[src/include/dio_defs.svh]
// data_io shared definitions
// ram address geometry and the file transfer command set
// spoken by the io controller on the serial link

`ifndef DIO_DEFS_SVH
`define DIO_DEFS_SVH

// ********************
// ram address
// ********************

// byte address width of the external ram port
`define DIO_ADDR_WIDTH 24

// first byte of every up- or download
`define DIO_START_ADDR 24'h00_0000

// ********************
// file transfer commands
// ********************

`define DIO_CMD_FILE_TX     8'h53
`define DIO_CMD_FILE_TX_DAT 8'h54
`define DIO_CMD_FILE_INDEX  8'h55
`define DIO_CMD_FILE_RX     8'h57
`define DIO_CMD_FILE_RX_DAT 8'h58

// bit positions inside the status byte returned to the controller
`define DIO_STAT_DOWNLOAD 7
`define DIO_STAT_UPLOAD   6

`endif
[src/verilog/dio_pkg.sv]
// data_io package
// types shared between the command decoder, the ram port and the top

`default_nettype none

package dio_pkg;

	`include "dio_defs.svh"

	// one ram address word, seen either as a flat byte address
	// (counted up by the decoder) or split into word and byte lane
	// (decoded into the 4 byte selects of the 32 bit ram bus)
	typedef union packed {
		logic [`DIO_ADDR_WIDTH-1:0] flat;
		struct packed {
			logic [`DIO_ADDR_WIDTH-3:0] word;
			logic [1:0]                 lane;
		} w;
	} ram_addr_u;

endpackage

`default_nettype wire

[src/verilog/data_io_top.sv]
// data_io top level
// byte interface between the io controller and the core, serial receiver,
// file command decoder, ram port and serial transmitter on one clock

`default_nettype none

`include "dio_defs.svh"

module data_io_top (
	input  wire                        sck,
	input  wire                        ss,
	input  wire                        frame_i,
	input  wire                        sdi_i,
	output logic                       sdo_o,
	// external ram
	output logic                       wr_o,
	output logic [`DIO_ADDR_WIDTH-1:0] a_o,
	output logic [3:0]                 sel_o,
	output logic [31:0]                dout_o,
	input  wire  [7:0]                 din_i,
	// transfer state towards the core
	output logic [`DIO_ADDR_WIDTH-1:0] size_o,
	output logic [7:0]                 index_o,
	output logic                       downloading_o,
	output logic                       uploading_o
);

	// receiver outputs
	logic [7:0]         rx_byte;
	logic               rx_strobe;
	logic [4:0]         rx_byte_idx;
	logic [7:0]         rx_cmd;
	logic [2:0]         rx_bit_idx;
	// decoder to ram port
	logic               wr_req;
	dio_pkg::ram_addr_u wr_addr;
	logic [7:0]         wr_data;
	dio_pkg::ram_addr_u rd_addr;

	spi_shift_in u_rx (
		.sck(sck), .ss(ss), .frame_i(frame_i), .sdi_i(sdi_i),
		.byte_o(rx_byte), .byte_strobe_o(rx_strobe), .byte_idx_o(rx_byte_idx),
		.cmd_o(rx_cmd), .bit_idx_o(rx_bit_idx)
	);

	dio_cmd_decoder u_dec (
		.sck(sck), .ss(ss), .byte_i(rx_byte), .byte_strobe_i(rx_strobe),
		.byte_idx_i(rx_byte_idx), .cmd_i(rx_cmd),
		.wr_req_o(wr_req), .wr_addr_o(wr_addr), .wr_data_o(wr_data), .rd_addr_o(rd_addr),
		.size_o(size_o), .index_o(index_o),
		.downloading_o(downloading_o), .uploading_o(uploading_o)
	);

	ram_port u_ram (
		.sck(sck), .ss(ss), .wr_req_i(wr_req), .wr_addr_i(wr_addr),
		.wr_data_i(wr_data), .rd_addr_i(rd_addr),
		.wr_o(wr_o), .a_o(a_o), .sel_o(sel_o), .dout_o(dout_o)
	);

	spi_shift_out u_tx (
		.sck(sck), .ss(ss), .frame_i(frame_i), .bit_idx_i(rx_bit_idx), .cmd_i(rx_cmd),
		.din_i(din_i), .downloading_i(downloading_o), .uploading_i(uploading_o),
		.sdo_o(sdo_o)
	);

endmodule

`default_nettype wire

[src/verilog/spi_shift_out.sv]
// serial transmitter of the data interface
// works on falling sck edges, one slot per received byte
// upload data frames return ram bytes, every other slot the status byte

`default_nettype none

`include "dio_defs.svh"

module spi_shift_out (
	input  wire       sck,
	input  wire       ss,
	input  wire       frame_i,
	input  wire [2:0] bit_idx_i,
	input  wire [7:0] cmd_i,
	input  wire [7:0] din_i,
	input  wire       downloading_i,
	input  wire       uploading_i,
	output logic      sdo_o
);

	logic [7:0] din_r;
	logic [7:0] stat_r;
	logic [7:0] stat_now;
	logic       sdo_r;

	always_comb begin
		stat_now = 8'h00;
		stat_now[`DIO_STAT_DOWNLOAD] = downloading_i;
		stat_now[`DIO_STAT_UPLOAD]   = uploading_i;
	end

	// ram byte for the next slot, fetched before its msb goes out
	always_ff @(negedge sck) begin
		if (bit_idx_i == 3'd7)
			din_r <= din_i;
	end

	always_ff @(negedge sck or posedge ss) begin
		if (ss) begin
			stat_r <= 8'h00;
			sdo_r  <= 1'b0;
		end else begin
			// status follows the flags until a command arrives,
			// then stays frozen for the rest of the frame
			if (cmd_i == 8'h00)
				stat_r <= stat_now;
			if (cmd_i == `DIO_CMD_FILE_RX_DAT)
				sdo_r <= din_r[~bit_idx_i];
			else
				sdo_r <= stat_r[~bit_idx_i];
		end
	end

	// line stays quiet between frames
	assign sdo_o = frame_i & sdo_r;

endmodule

`default_nettype wire

[src/verilog/ram_port.sv]
// external ram port
// registers each write request, turns the byte lane of the address into
// the 32 bit bus byte select and shows the upload address while idle

`default_nettype none

`include "dio_defs.svh"

module ram_port (
	input  wire                        sck,
	input  wire                        ss,
	input  wire                        wr_req_i,
	input  wire  dio_pkg::ram_addr_u   wr_addr_i,
	input  wire  [7:0]                 wr_data_i,
	input  wire  dio_pkg::ram_addr_u   rd_addr_i,
	output logic                       wr_o,
	output logic [`DIO_ADDR_WIDTH-1:0] a_o,
	output logic [3:0]                 sel_o,
	output logic [31:0]                dout_o
);

	dio_pkg::ram_addr_u a_r;
	logic [7:0]         data_r;

	assign a_o    = a_r.flat;
	// same byte on every lane, sel_o picks the one that counts
	assign dout_o = {4{data_r}};

	always_ff @(posedge sck or posedge ss) begin
		if (ss) begin
			wr_o  <= 1'b0;
			a_r   <= `DIO_START_ADDR;
			sel_o <= 4'b0000;
		end else begin
			wr_o <= wr_req_i;
			if (wr_req_i) begin
				a_r <= wr_addr_i;
				case (wr_addr_i.w.lane)
					2'd0:    sel_o <= 4'b0001;
					2'd1:    sel_o <= 4'b0010;
					2'd2:    sel_o <= 4'b0100;
					default: sel_o <= 4'b1000;
				endcase
			end else begin
				// no write, ram reads the upload address
				a_r   <= rd_addr_i;
				sel_o <= 4'b0000;
			end
		end
	end

	always_ff @(posedge sck) begin
		if (wr_req_i)
			data_r <= wr_data_i;
	end

	// the select must match the low bits of the address it goes with
	a_sel_lane: assert property (
		@(posedge sck) disable iff (ss) wr_o |-> (sel_o == (4'b0001 << a_o[1:0])));

endmodule

`default_nettype wire

[src/verilog/dio_cmd_decoder.sv]
// file transfer command decoder
// acts on every parameter byte of a frame, one cycle after its strobe
// keeps download and upload pointers, menu index and the transfer flags
// and requests one ram write per download data byte

`default_nettype none

`include "dio_defs.svh"

module dio_cmd_decoder (
	input  wire                        sck,
	input  wire                        ss,
	input  wire  [7:0]                 byte_i,
	input  wire                        byte_strobe_i,
	input  wire  [4:0]                 byte_idx_i,
	input  wire  [7:0]                 cmd_i,
	output logic                       wr_req_o,
	output dio_pkg::ram_addr_u         wr_addr_o,
	output logic [7:0]                 wr_data_o,
	output dio_pkg::ram_addr_u         rd_addr_o,
	output logic [`DIO_ADDR_WIDTH-1:0] size_o,
	output logic [7:0]                 index_o,
	output logic                       downloading_o,
	output logic                       uploading_o
);

	// next download address
	dio_pkg::ram_addr_u wr_ptr;
	// address of the upload byte most recently handed out
	dio_pkg::ram_addr_u rd_ptr;
	logic               param_strobe;
	logic               rx_dat_frame;

	// the command byte itself carries nothing to execute
	assign param_strobe = byte_strobe_i & (byte_idx_i != 5'd0);
	assign rx_dat_frame = (cmd_i == `DIO_CMD_FILE_RX_DAT);

	// bytes downloaded since the last start
	assign size_o = wr_ptr.flat - `DIO_START_ADDR;

	// the transmitter loads the next slot before the current byte is
	// strobed, so inside an upload data frame look one address ahead
	assign rd_addr_o.flat = rd_ptr.flat + `DIO_ADDR_WIDTH'(rx_dat_frame);

	// ********************
	// command execution
	// ********************

	always_ff @(posedge sck or posedge ss) begin
		if (ss) begin
			wr_req_o      <= 1'b0;
			wr_addr_o     <= `DIO_START_ADDR;
			wr_ptr        <= `DIO_START_ADDR;
			rd_ptr        <= `DIO_START_ADDR;
			index_o       <= 8'h00;
			downloading_o <= 1'b0;
			uploading_o   <= 1'b0;
		end else begin
			wr_req_o <= 1'b0;
			if (param_strobe) begin
				case (cmd_i)
					// start or stop download
					`DIO_CMD_FILE_TX: begin
						if (byte_i != 8'h00) begin
							wr_ptr        <= `DIO_START_ADDR;
							downloading_o <= 1'b1;
							uploading_o   <= 1'b0;
						end else begin
							downloading_o <= 1'b0;
						end
					end
					// one data byte, write and step the address
					`DIO_CMD_FILE_TX_DAT: begin
						wr_req_o       <= 1'b1;
						wr_addr_o      <= wr_ptr;
						wr_ptr.flat    <= wr_ptr.flat + `DIO_ADDR_WIDTH'(1);
					end
					`DIO_CMD_FILE_INDEX: index_o <= byte_i;
					// start or stop upload
					`DIO_CMD_FILE_RX: begin
						if (byte_i != 8'h00) begin
							rd_ptr        <= `DIO_START_ADDR;
							uploading_o   <= 1'b1;
							downloading_o <= 1'b0;
						end else begin
							uploading_o <= 1'b0;
						end
					end
					// controller consumed one upload byte
					`DIO_CMD_FILE_RX_DAT: rd_ptr.flat <= rd_ptr.flat + `DIO_ADDR_WIDTH'(1);
					default: ;
				endcase
			end
		end
	end

	// write data is payload only, follows the write request
	always_ff @(posedge sck) begin
		if (param_strobe && cmd_i == `DIO_CMD_FILE_TX_DAT)
			wr_data_o <= byte_i;
	end

	// the core never sees both transfer directions at once
	a_one_direction: assert property (
		@(posedge sck) disable iff (ss) !(downloading_o && uploading_o));

endmodule

`default_nettype wire

[src/verilog/spi_shift_in.sv]
// serial receiver of the data interface
// assembles msb first bytes from sdi, counts bits and bytes inside a frame
// and keeps the first byte of the frame as the command

`default_nettype none

module spi_shift_in (
	input  wire        sck,
	input  wire        ss,
	input  wire        frame_i,
	input  wire        sdi_i,
	output logic [7:0] byte_o,
	output logic       byte_strobe_o,
	output logic [4:0] byte_idx_o,
	output logic [7:0] cmd_o,
	output logic [2:0] bit_idx_o
);

	// seven bits collected so far, the eighth comes straight from sdi
	logic [6:0] sbuf;
	// bytes seen in this frame, sticks at 31
	logic [4:0] byte_cnt;
	logic       byte_done;
	logic [7:0] new_byte;

	assign byte_done = frame_i & (&bit_idx_o);
	assign new_byte  = {sbuf, sdi_i};

	// data path, shift register and received byte
	always_ff @(posedge sck) begin
		if (frame_i) begin
			sbuf <= {sbuf[5:0], sdi_i};
		end
		if (byte_done) begin
			byte_o <= new_byte;
		end
	end

	// counters, strobe and command latch
	always_ff @(posedge sck or posedge ss) begin
		if (ss) begin
			bit_idx_o     <= 3'd0;
			byte_cnt      <= 5'd0;
			byte_idx_o    <= 5'd0;
			byte_strobe_o <= 1'b0;
			cmd_o         <= 8'h00;
		end else begin
			byte_strobe_o <= byte_done;
			if (!frame_i) begin
				// frame over, start clean for the next one
				bit_idx_o <= 3'd0;
				byte_cnt  <= 5'd0;
				cmd_o     <= 8'h00;
			end else begin
				bit_idx_o <= bit_idx_o + 3'd1;
				if (byte_done) begin
					byte_idx_o <= byte_cnt;
					if (byte_cnt == 5'd0)
						cmd_o <= new_byte;
					if (~&byte_cnt)
						byte_cnt <= byte_cnt + 5'd1;
				end
			end
		end
	end

	// bytes are at least 8 clocks apart, a strobe is one cycle only
	a_strobe_single: assert property (
		@(posedge sck) disable iff (ss) byte_strobe_o |=> !byte_strobe_o);

endmodule

`default_nettype wire

[config.mk]
export PLATFORM = sky130hd
export DESIGN_NAME = data_io_top
export DESIGN_NICKNAME = d
export VERILOG_FILES = /design/src/verilog/dio_pkg.sv /design/src/verilog/data_io_top.sv /design/src/verilog/spi_shift_out.sv /design/src/verilog/ram_port.sv /design/src/verilog/dio_cmd_decoder.sv /design/src/verilog/spi_shift_in.sv
export VERILOG_INCLUDE_DIRS = /design/src /design/src/include
export SDC_FILE = /design/constraint.sdc
export NUM_CORES = 1
export LEC_CHECK = 0
export BUFFER_PORTS_ARGS = -buffer_cell sky130_fd_sc_hd__buf_2
export CAP_MARGIN = 15
export CORE_UTILIZATION = 52
export DETAILED_ROUTE_END_ITERATION = 8
export PLACE_DENSITY = 0.76
export SYNTH_ARGS = -nofsm -noshare
export SYNTH_HDL_FRONTEND = slang
export SYNTH_SLANG_ARGS = --single-unit
[constraint.sdc]
create_clock -name sck -period 3.55 [get_ports sck]
set_input_delay 0.1775 -clock sck [delete_from_list [all_inputs] [get_ports sck]]
set_output_delay 0.1775 -clock sck [all_outputs]
set_load 0.02 [all_outputs]
# == After elaboration in Yosys (flattened, before gate mapping) ==
# Index checks and enable logic that the tools add are counted.
# word_totals
rom_bits,0
n_memories,0
out_inout_bits,96
in_bits,12
elab_cells,89
latch_bits,0
ram_bits,0
ff_bits,176
# classes
n_reduce_logical,20
mul,0
order_cmp,1
eq_ne,13
div,0
muxes,24
shifts,0
bitwise,4
n_addsub,5
# ops
op,n
24-bit one-hot mux with 2 select lines,2
24-bit by 1-bit adder with 24-bit output (second input constant),2
24-bit 2-to-1 mux,2
8-bit by 7-bit == test with 1-bit output (second input constant),5
24-bit by 1-bit adder with 24-bit output,1
8-bit 2-to-1 mux,3
5-bit 2-to-1 mux,3
3-bit AND reduction,5
4-bit one-hot mux with 3 select lines,1
2-bit AND reduction,5
8-bit zero test,1
2-bit by 1-bit inequality test with 1-bit output (second input constant),4
8-bit nonzero test,1
1-bit 2-to-1 mux,7
1-bit binary-select mux with 3-bit select,2
2-bit nonzero test,3
5-bit by 1-bit adder with 5-bit output (second input constant),1
5-bit zero test,1
5-bit AND reduction,1
5-bit nonzero test,1
3-bit by 4-bit less-than comparator with 1-bit output (second input constant),1
4-bit 2-to-1 mux,1
1-bit one-hot mux with 2 select lines,2
3-bit by 1-bit adder with 3-bit output (second input constant),1
other kinds (9),11

# == Logic depth before layout (Yosys ltp) ==
# Gate-level depths: netlist (run 1).
# depth
ltp_word,4
mapped_depth,10
depth_no_buf,9

# == Cells and area by module ==
# From an unflattened synthesis (run 1), not the netlist that was laid out.
# unflattened
hier_cells,707
area_unflattened_um2,8074.0
# by_module_without_submodules
module,instances,seq_area_each_um2,cells_per_inst,area_per_inst_um2
dio_cmd_decoder,1,2317.2,501,4652.0
ram_port,1,965.9,93,1554.0
spi_shift_in,1,1001.0,85,1391.3
spi_shift_out,1,315.3,28,476.7

==> results.txt, run 1 <==
- Die height: 126 um
* Number of antenna violations at the first check in global routing: 0
* Arr. time, crit path: 1960 ps
* Total Die Area: 0.0158 mm2
* Insertion delay to the later sink of the worst-skew pair: 460 ps
- The mapped netlist covers 0.00796 mm2.
- Worst max-slew margin expressed relative to the limit: 40.1%
- The final-report max-slew violation count came to 0.
- For this run, asynchronously set or reset flops after synthesis account for 77.8%.
* Placeable core region: 0.0148 mm2
- When the netlist entered floorplanning its net count stood at 771.
* Number of antenna diodes: 0
- Adding up every negative setup slack in the final design gives 0 ps.
- Power comes to 4090 uW.
* Clock Skews: 60.4 ps
- Synthesis instantiated 50 different standard cells from the library.
- Placed cell area: 0.00850 mm2
- TritonCTS built the clock tree.
* Post-synthesis to final-layout area growth: 14.9%
* Die X: 126 um
- After clock tree synthesis, the repair step resized 0 gates.
- The run finished with clean final reports.
* Total congestion overflow after global routing: 0
* Final setup violation count: 0
- Gate power share: 1.4%
* Tightest Pin Transition: 899 ps
- Once the floorplan was initialized, standard cells occupied 53.9% of the core.
- In this run, synthesis produced a sequential element count of 176.
- Worst EP required: 2020 ps
- The worst-case IR drop observed on VDD is 0.340 mV.
* Deepest clock path buffer count: 2
- Traced cell by cell, the critical path runs through or4_4 -> nor3_2 -> mux2_2.
- The congestion estimate from routability-driven global placement came to 0.831.
- GRT Util Overall: 23.3%
- RSZ-0062 raised after global routing: no
- For this design, the slowest cell found on the critical path is sky130_fd_sc_hd__or4_4.
- Summing over every cut layer, the via total after detailed routing is 6,026.
- The worst setup path is of the register to register kind.
- Startpoint Class: register
- For this run, the number of Yosys warnings is 0.
- Hold is met by 202 ps.
* # fillers: 1,211
- Entering global routing, the biggest net connects 62 pins.
- The net count of the finished layout is 858.
* Sequential share of power: 51.0%
- The worst setup path is captured at a register.
- After detailed routing, the average wire length per cell comes to 16.9 um.
- After detailed routing, the total wire length is 17.5 mm.
- Power spread over the standard cell area amounts to 447 mW/mm2.
* Crit-path max cell delay: 570 ps
- Of the cells placed in the final design, the portion with a size suffix greater than 1 is 21.1%.
- Switching Share: 20.9%
* CTS Buf Count: 17
- Clock H-tree levels: 4
* Leakage power of the design: 0.00413 uW
* Global-route wire length before repair: 29.1 mm
* Net Switching: 854 uW
- Across the run, the number of max-cap violations was 0.
- The tree built by TritonCTS fans out to 176 sinks.
- Summing all non-filler instances in the final layout gives an area of 0.00915 mm2.
- The worst hold path belongs to the class primary input to register.
- Maximum net fanout on the critical path: 2
* Clock power frac: 47.6%
- The detail route stage leaves a number of antenna-violating nets equal to 0.
- In this run the tool buffered the top-level ports with 107 buffer cells.
- For this run, design rule violations remaining after detail routing come to 0.
- Summed over all nets, the half-perimeter wirelength after detailed placement is 11.6 mm.
* Inst Count DP: 992
- Via count of the first global-routing pass: 5,636
* Non-Filler Instances: 1,033
* I/O pin count: 108
- The floorplan has 44 rows.
- The cell sitting at the root of the clock tree is a sky130_fd_sc_hd__clkbuf_16.
- Top flip-flop cell by instance count after synthesis: sky130_fd_sc_hd__dfrtp_1
- Post-detailed-route via-to-cell ratio: 5.83
* Mean Syn Cell Area: 10.6 um2
- First-pass iteration count of the detailed router: 7
- Hold violation total from the final report: 0
* Number of enable flip-flop cells after synthesis: 39
- Number of DRC violations after detailed-routing iteration 0: 499
* Pint: 3230 uW
* Clk slew on worst S/H paths: 70 ps
- Number of cells produced by synthesis: 749
- The share of the Yosys chip area taken by registers is 57.8%.
[state kept, by name (all words and copies together) (netlist names)]
signal / flops
u_dec.rd_ptr: 24
u_dec.wr_addr_o: 24
u_dec.wr_ptr: 24
u_ram.a_o: 24
u_dec.index_o: 8
u_dec.wr_data_o: 8
u_ram.data_r: 8
u_rx.byte_o: 8
u_rx.cmd_o: 8
u_tx.din_r: 8
u_rx.sbuf: 7
u_rx.byte_cnt: 5
u_rx.byte_idx_o: 5
u_ram.sel_o: 4
u_rx.bit_idx_o: 3
u_tx.stat_r: 2
u_dec.downloading_o: 1
u_dec.uploading_o: 1
u_dec.wr_req_o: 1
u_ram.wr_o: 1
u_rx.byte_strobe_o: 1
u_tx.sdo_r: 1
[routing by layer]
metal	routed length, um	part of all wire [%]	global-route usage [%]	vias to the layer above
met3	959	5.5	4.72	18
li1	-	-	-	2818
met5	0	0	0	-
met2	8140	47	35.9	223
met1	8140	47	33.3	2967
met4	229	1.3	7.60	0
[cells by family after synthesis]
| group | after synthesis | share of synthesized area (%) |
|---|---|---|
| muxes | 26 | 3.81 |
| and+or+nand+nor | 287 | 18.2 |
| buffers and inverters | 80 | 5.11 |
| DFF | 176 | 57.8 |
| AOI/OAI and AO/OA | 145 | 10.8 |
| xor gates and xnor gates | 25 | 2.75 |
| adders and majority gates | 10 | 1.57 |
[cells in the final DEF (no fill, tap or decap), drive strengths merged, types with 2 or more instances in the layout]
cell and n:
a31oi 3, clkbuf 20, o31ai 30, or3 7, mux2 14, mux4 2, xor2 15, inv 26
a22o 2, clkinvlp 3, nand2 133, dfrtp 134, and2 9, a311oi 2, dfrtn 3, nand3 23
nor3b 2, or4 22, edfxtp 39, a22oi 2, a21oi 35, and3 10, nand4 19, nor4 9
bufinv 3, mux2i 10, buf 121, xnor2 10, ha 10, o21ai 64, nor2 23, nor3 10
clkinv 5, dlygate4sd3 2, nor2b 14, and4 3
[what timing repair did]
action,CTS,global route
setup buffers,0,0
hold endpoints to repair,28,0
hold buffers,2,0
[synth_stat cells, drive strengths merged, types with 2 or more instances]
cell type	number	share of area [%]
mux2	14	2.0
xnor2	10	1.1
inv	18	0.85
or4	22	2.1
clkbuf	35	1.7
mux4	2	0.57
and3	10	0.79
nor3	10	0.90
buf	27	2.6
a311oi	2	0.22
dfrtp	134	42
nand2	133	6.3
and2	9	0.71
nand3	23	1.4
or3	7	0.55
o21ai	64	4.0
a22oi	2	0.19
and4	3	0.33
ha	10	1.6
edfxtp	39	15
mux2i	10	1.3
nor2b	14	1.1
a21oi	35	2.3
a22o	2	0.22
nor2	23	1.1
nor4	9	0.86
nor3b	2	0.19
xor2	15	1.7
dfrtn	3	0.94
o31ai	30	2.8
a31oi	3	0.24
nand4	19	1.5
[power groups by stage]
stage	registers (uW)	clock network, uW	logic [uW]
floorplan	2120	15.4	36.8
global placement	2120	15.4	57.4
detailed placement	2120	15.4	59.0
CTS	2080	1960	61.0
global route	2080	2040	67.2
finish	2080	1940	57.4
[worst max-delay path: cells and delay by family (launching register included)]
kind / cells / cell delay, ps
and+or+nand+nor: 2 / 800
DFF: 1 / 380
muxes: 1 / 360
[cell type report]
cell class / count / area, um2 / area share [%]
clock buffer: 20 / 447 / 4.88
tap: 184 / 230 / 2.52
multi-input combinational: 493 / 2960 / 32.3
sequential: 176 / 4600 / 50.3
timing repair buffer: 123 / 661 / 7.22
clock inverter: 20 / 185 / 2.02
inverter: 17 / 67.6 / 0.739
[final timing paths]
kind / startpoint / endpoint / slack (ps) / cells after the start
min: frame_i / u_rx.sbuf[3]$_DFFE_PP_ / 200 / 1
min in group asynchronous: ss / u_dec.wr_ptr[1]$_DFFE_PP0P_ / 370 / 3
min reg2reg: u_dec.wr_data_o[7]$_DFFE_PP_ / u_ram.data_r[7]$_DFFE_PP_ / 420 / 0
max in group asynchronous: ss / u_tx.stat_r[6]$_DFFE_NP0N_ / 1080 / 3
max: u_rx.cmd_o[0]$_DFFE_PP0P_ / u_tx.stat_r[7]$_DFFE_NP0N_ / 60 / 3
max reg2reg: u_rx.cmd_o[0]$_DFFE_PP0P_ / u_tx.stat_r[7]$_DFFE_NP0N_ / 60 / 3
[per-stage QoR]
step	utilization (%)	setup WS [ps]
2_1_floorplan	-	-1.79
3_3_place_gp	57.6	134
3_5_place_dp	57.6	101
4_1_cts	62.0	48.0
5_1_grt	62.0	10.0
6_report	62.0	59.6
(Power assumes the default switching activity.)
==> run 2, diff against run 1 <==
Settings changed: ABC_AREA from default to 1, CORE_UTILIZATION 52 to 53, PLACE_DENSITY 0.76 to 0.77.
==> run 2 against run 1 <==
Against the previous run:
- clock power down 6%
- area after synthesis grew 7.5%
- routed wire length is 11% higher
- core utilization fell by 0.84 points
- sequential share of layout area is 2.8 points lower
- cell area is 5.8% higher
- die area up 5.4%
- power decreased by 2.0%
- combinational power up 56%
- synthesized cell count up 37%
- worst hold slack lost 7.6 ps
- setup slack improved by 210 ps
- largest cell class unchanged
- highest routed layer unchanged
==> results.txt, run 2 <==
- The vias after detailed routing is 7,050 (+17%).
- By startpoint and endpoint, the worst setup path is classified as register to register.
- Number of buffer and inverter stages on the critical path: 1 (+1)
* Number of core rows: 46 (+4.5%)
- Post-route DRC: 0 (unchanged)
- Remaining number of nets flagged by the antenna check after routing: 0 (unchanged)
* Crit. Startpoint: u_rx.cmd_o[0]$_DFFE_PP0P_
* Hold Crit Class: primary input to register
- The startpoint identified for the worst hold timing path is frame_i.
- Maximum net fanout on the critical path: 4 (+2)
* Sequential-to-total area share from yosys stat: 53.8% (-4.0 points)
* Critical Path End: u_tx.stat_r[7]$_DFFE_NP0N_
- Total Die Area: 0.0167 mm2 (+5.4%)
- Synthesis-stage register bit count: 176 (unchanged)
- In this run the critical register-to-register path is launched from u_rx.cmd_o[0]$_DFFE_PP0P_.
- The top-area cell type share of the netlist area is 39.2% (-2.9 points).
- Arr. time, crit path: 1740 ps (-220 ps)
- The final core utilization came to 61.1% (-0.84 points).
* Result of the run: completed
- Fraction of the mapped netlist area in compound gates: 8.25% (-2.5 points)
- I/O pin count: 108 (unchanged)
- Deepest clock path buffer count: 2 (unchanged)
- The average footprint of a synthesized cell is 8.35 um2 (-21%).
- Share of synthesized cell area in full adder, half adder and majority cells: 1.46% (-0.11 points)
- The die outline width came to 129 um (+2.7%).
- Switching Share: 23.9% (+3.0 points)
- The portion of netlist area occupied by mux cells was 0% (-3.8 points).
* FF-to-FF End: u_tx.stat_r[7]$_DFFE_NP0N_
- The latest clock arrival within the worst-skew pair came to 460 ps (about the same).
* CP top delay family: simple AND/OR/NAND/NOR gates
* Worst setup slack for register-to-register paths: 270 ps (+210 ps)
- The worst clock skew was 54.9 ps (-5.47 ps).
- The area inside the core boundary was 0.0158 mm2 (+7.3%).
- By area, the combinational part of the netlist is dominated by simple AND/OR/NAND/NOR gates.
- Maximum resistive drop on vdd: 0.352 mV (+3.5%)
- Gate power share: 2.2% (+0.8 points)
* Most frequent cell after synthesis: sky130_fd_sc_hd__nand2_1
* Number of DRC violations after detailed-routing iteration 0: 683 (+37%)
* Max-cap check violation count: 0 (unchanged)
- The cell leakage power came to 0.00456 uW (+10%).
- The count of mapped cells out of synthesis is 1,024 (+37%).
- The area share of and/or/nand/nor cells after synthesis came to 26.0% (+7.8 points).
* Starting utilization of the core area: 54.0% (+0.11 points)
* Master cell of the clock root buffer: sky130_fd_sc_hd__clkbuf_16
- The post-detailed-route wirelength per cell is 14.4 um (-15%).
- The pin count of the biggest net entering global routing is 68 (+9.7%).
- Global-route wire length before repair: 31.6 mm (+8.6%)
- Number of antenna violations at the first check in global routing: 0 (unchanged)
- The fraction of final layout cells sized beyond drive strength 1 was 15.1% (-6.0 points).
- Clock tree from TritonCTS: built
- Stages on the worst setup path: 4 (+1)
* Element type at the critical path end: register
- On the critical path, the stage with the largest delay is an instance of sky130_fd_sc_hd__nor4_1.
- First-pass iteration count of the detailed router: 6 (-1)
- Startpoint Class: register
* CTS Buf Count: 17 (unchanged)
- The via count of the first global-routing pass is 6,393 (+13%).
* Largest area contributor in the synthesized netlist: sky130_fd_sc_hd__dfrtp_1
- Die height: 129 um (+2.7%)
* # fillers: 1,363 (+13%)
* Hold violation total from the final report: 0 (unchanged)
* Final #Nets: 1,135 (+32%)
- Leaving out fill and tap cells, the most frequent cell in the layout is sky130_fd_sc_hd__nand2_1.
* Clk slew on worst S/H paths: 70 ps (about the same)
* Number of antenna diodes: 0 (unchanged)
- The delay of the slowest cell on the worst path was 440 ps (-130 ps).
- Top flip-flop cell by instance count after synthesis: sky130_fd_sc_hd__dfrtp_1
- Clock Sinks: 176 (unchanged)
- The quantity of I/O buffers inserted on ports is 107 (unchanged).
- The power density over cell area was 414 mW/mm2 (-7.4%).
* Most frequent cells in the layout: sky130_fd_sc_hd__nand2_1, sky130_fd_sc_hd__dfrtp_1, sky130_fd_sc_hd__nor2_1, sky130_fd_sc_hd__inv_1, sky130_fd_sc_hd__buf_2
- The minimum setup slack after placement was 299 ps (+198 ps).
- Summed area of non-filler cells in the final layout: 0.00968 mm2 (+5.8%)
- Yosys attributes the largest share of cell area to sky130_fd_sc_hd__dfrtp_1, sky130_fd_sc_hd__edfxtp_1, sky130_fd_sc_hd__nand2_1.
- Clock H-tree levels: 4 (unchanged)
- The final RePlAce weighted congestion came to 0.951 (+14%).
- Yosys cell types: 36 (-28%)
- Tightest Pin Transition: 907 ps (+7.68 ps)
- The via count normalized by instance count is 5.25 (-9.9%).
- Final WL: 19.4 mm (+11%)
- Worst EP required: 2010 ps (about the same)
- Setup repair after global routing left no endpoint under its margin.
- Async SR Flop Fraction: 77.8% (unchanged)
- The post-layout worst setup margin came to 270 ps (+210 ps).
* Sequential share of power: 52.4% (+1.4 points)
- FF-to-FF path depth: 4 (+1)
- The post-cts resize count is 0 (unchanged).
* Pint: 3050 uW (-5.8%)
- The HPWL reported at the end of detailed placement is 13.8 mm (+19%).
- Post-synthesis xor/xnor area fraction: 1.74% (-1.0 points)
* Final setup violation count: 0 (unchanged)
* GRT Util Overall: 24.6% (+1.3 points)
- The overflow left after global routing is 0 (unchanged).
- Worst max-slew margin expressed relative to the limit: 39.1% (-0.92 points)
- The net switching power came to 958 uW (+12%).
- The clock network fraction of design power came to 45.4% (-2.2 points).
* Synthesized cell area: 0.00855 mm2 (+7.5%)
- Number of enable flip-flop cells after synthesis: 39 (unchanged)
* Number of slew-limit violations in the final report: 0 (unchanged)
* Placed cell area: 0.00906 mm2 (+6.7%)
* Post-synthesis net count: 1,046 (+36%)
- The number of synthesis warnings is 0 (unchanged).
* Chain of cells forming the critical path: nor2_2 -> inv_1 -> nor4_1 -> o21ai_0
- The commonest cells after synthesis are sky130_fd_sc_hd__nand2_1, sky130_fd_sc_hd__dfrtp_1, sky130_fd_sc_hd__nor2_1.
- From synthesis to final layout, the design area changed by 13.1%.
run 2: cell count changes after synthesis, moves of 10 or more:
cell / change
sky130_fd_sc_hd__mux2_2: -14
sky130_fd_sc_hd__o31ai_1: -30
sky130_fd_sc_hd__a21oi_1: -15
sky130_fd_sc_hd__clkbuf_1: -23
sky130_fd_sc_hd__nand3_1: +50
sky130_fd_sc_hd__mux2i_1: -10
sky130_fd_sc_hd__o21ai_1: +27
sky130_fd_sc_hd__nor2b_1: -14
sky130_fd_sc_hd__or4_1: -21
sky130_fd_sc_hd__inv_1: +84
sky130_fd_sc_hd__and3_1: -10
sky130_fd_sc_hd__nor2_1: +92
sky130_fd_sc_hd__nand2_1: +163
run 2: kinds of logic (layout without fill, tap and decap cells):
logic type,after synthesis,count (layout)
XOR/XNOR,17,17
buffers and inverters,160,262
AND/OR/NAND/NOR,530,530
AO/OA/AOI/OAI,131,131
adder cells (fa/ha/maj),10,10
flip-flops,176,176
run 2: layout make-up:
cell class	instances	area [um2]	area share [%]
multi-input cells	688	3200	33.1
well taps	216	270	2.79
clock inverters	22	168	1.73
flip-flops and latches	176	4600	47.5
inverters	106	402	4.15
clock buffers	18	429	4.43
repair buffers	116	608	6.28
run 2: worst min-delay path by stage:
stage / endpoint / depth (start not counted) / slack (ps)
floorplan: u_rx.byte_o[0]$_DFFE_PP_ / 0 / 280
global placement: u_dec.downloading_o$_DFFE_PP0P_ / 2 / 140
detailed placement: u_dec.uploading_o$_DFFE_PP0P_ / 2 / 140
CTS: u_rx.bit_idx_o[0]$_DFF_PP0_ / 3 / 180
global route: u_rx.sbuf[5]$_DFFE_PP_ / 1 / 240
finish: u_rx.bit_idx_o[0]$_DFF_PP0_ / 3 / 190
run 2: what timing repair did:
action                    in CTS  in global routing
hold endpoints to repair       7                  0
hold buffers                   2                  0
buffers inserted               0                  0
run 2: routing by layer:
| layer | share of wire [%] | global-route usage [%] |
|---|---|---|
| met4 | 2.2 | 10.3 |
| met5 | 0 | 0 |
| met3 | 6.2 | 4.46 |
| met1 | 46 | 34.5 |
| met2 | 46 | 38.0 |
run 2: metrics by stage:
stage | hold WS (ps) | TNS (ps) | power [uW] | instances
finish | 194 | 0 | 4000 | 1342
global route | 235 | 0 | 4140 | 1342
CTS | 177 | 0 | 4040 | 1342
detailed placement | 142 | 0 | 2240 | 1301
global placement | 137 | 0 | 2240 | 1301
floorplan | 276 | -5.37 | 2210 | 1024
run 2: power by group through the flow:
stage / Combinational (uW) / Clock, uW / Sequential (uW)
4_1_cts: 92.7 / 1850 / 2100
6_report: 89.5 / 1820 / 2100
3_3_place_gp: 87.8 / 15.4 / 2130
2_1_floorplan: 61.7 / 15.4 / 2130
5_1_grt: 105 / 1930 / 2100
3_5_place_dp: 90.8 / 15.4 / 2140
run 2: worst min-delay path: cells and delay by family:
family,cells,cell delay (ps)
buffers and inverters,2,360
AND/OR/NAND/NOR,1,50
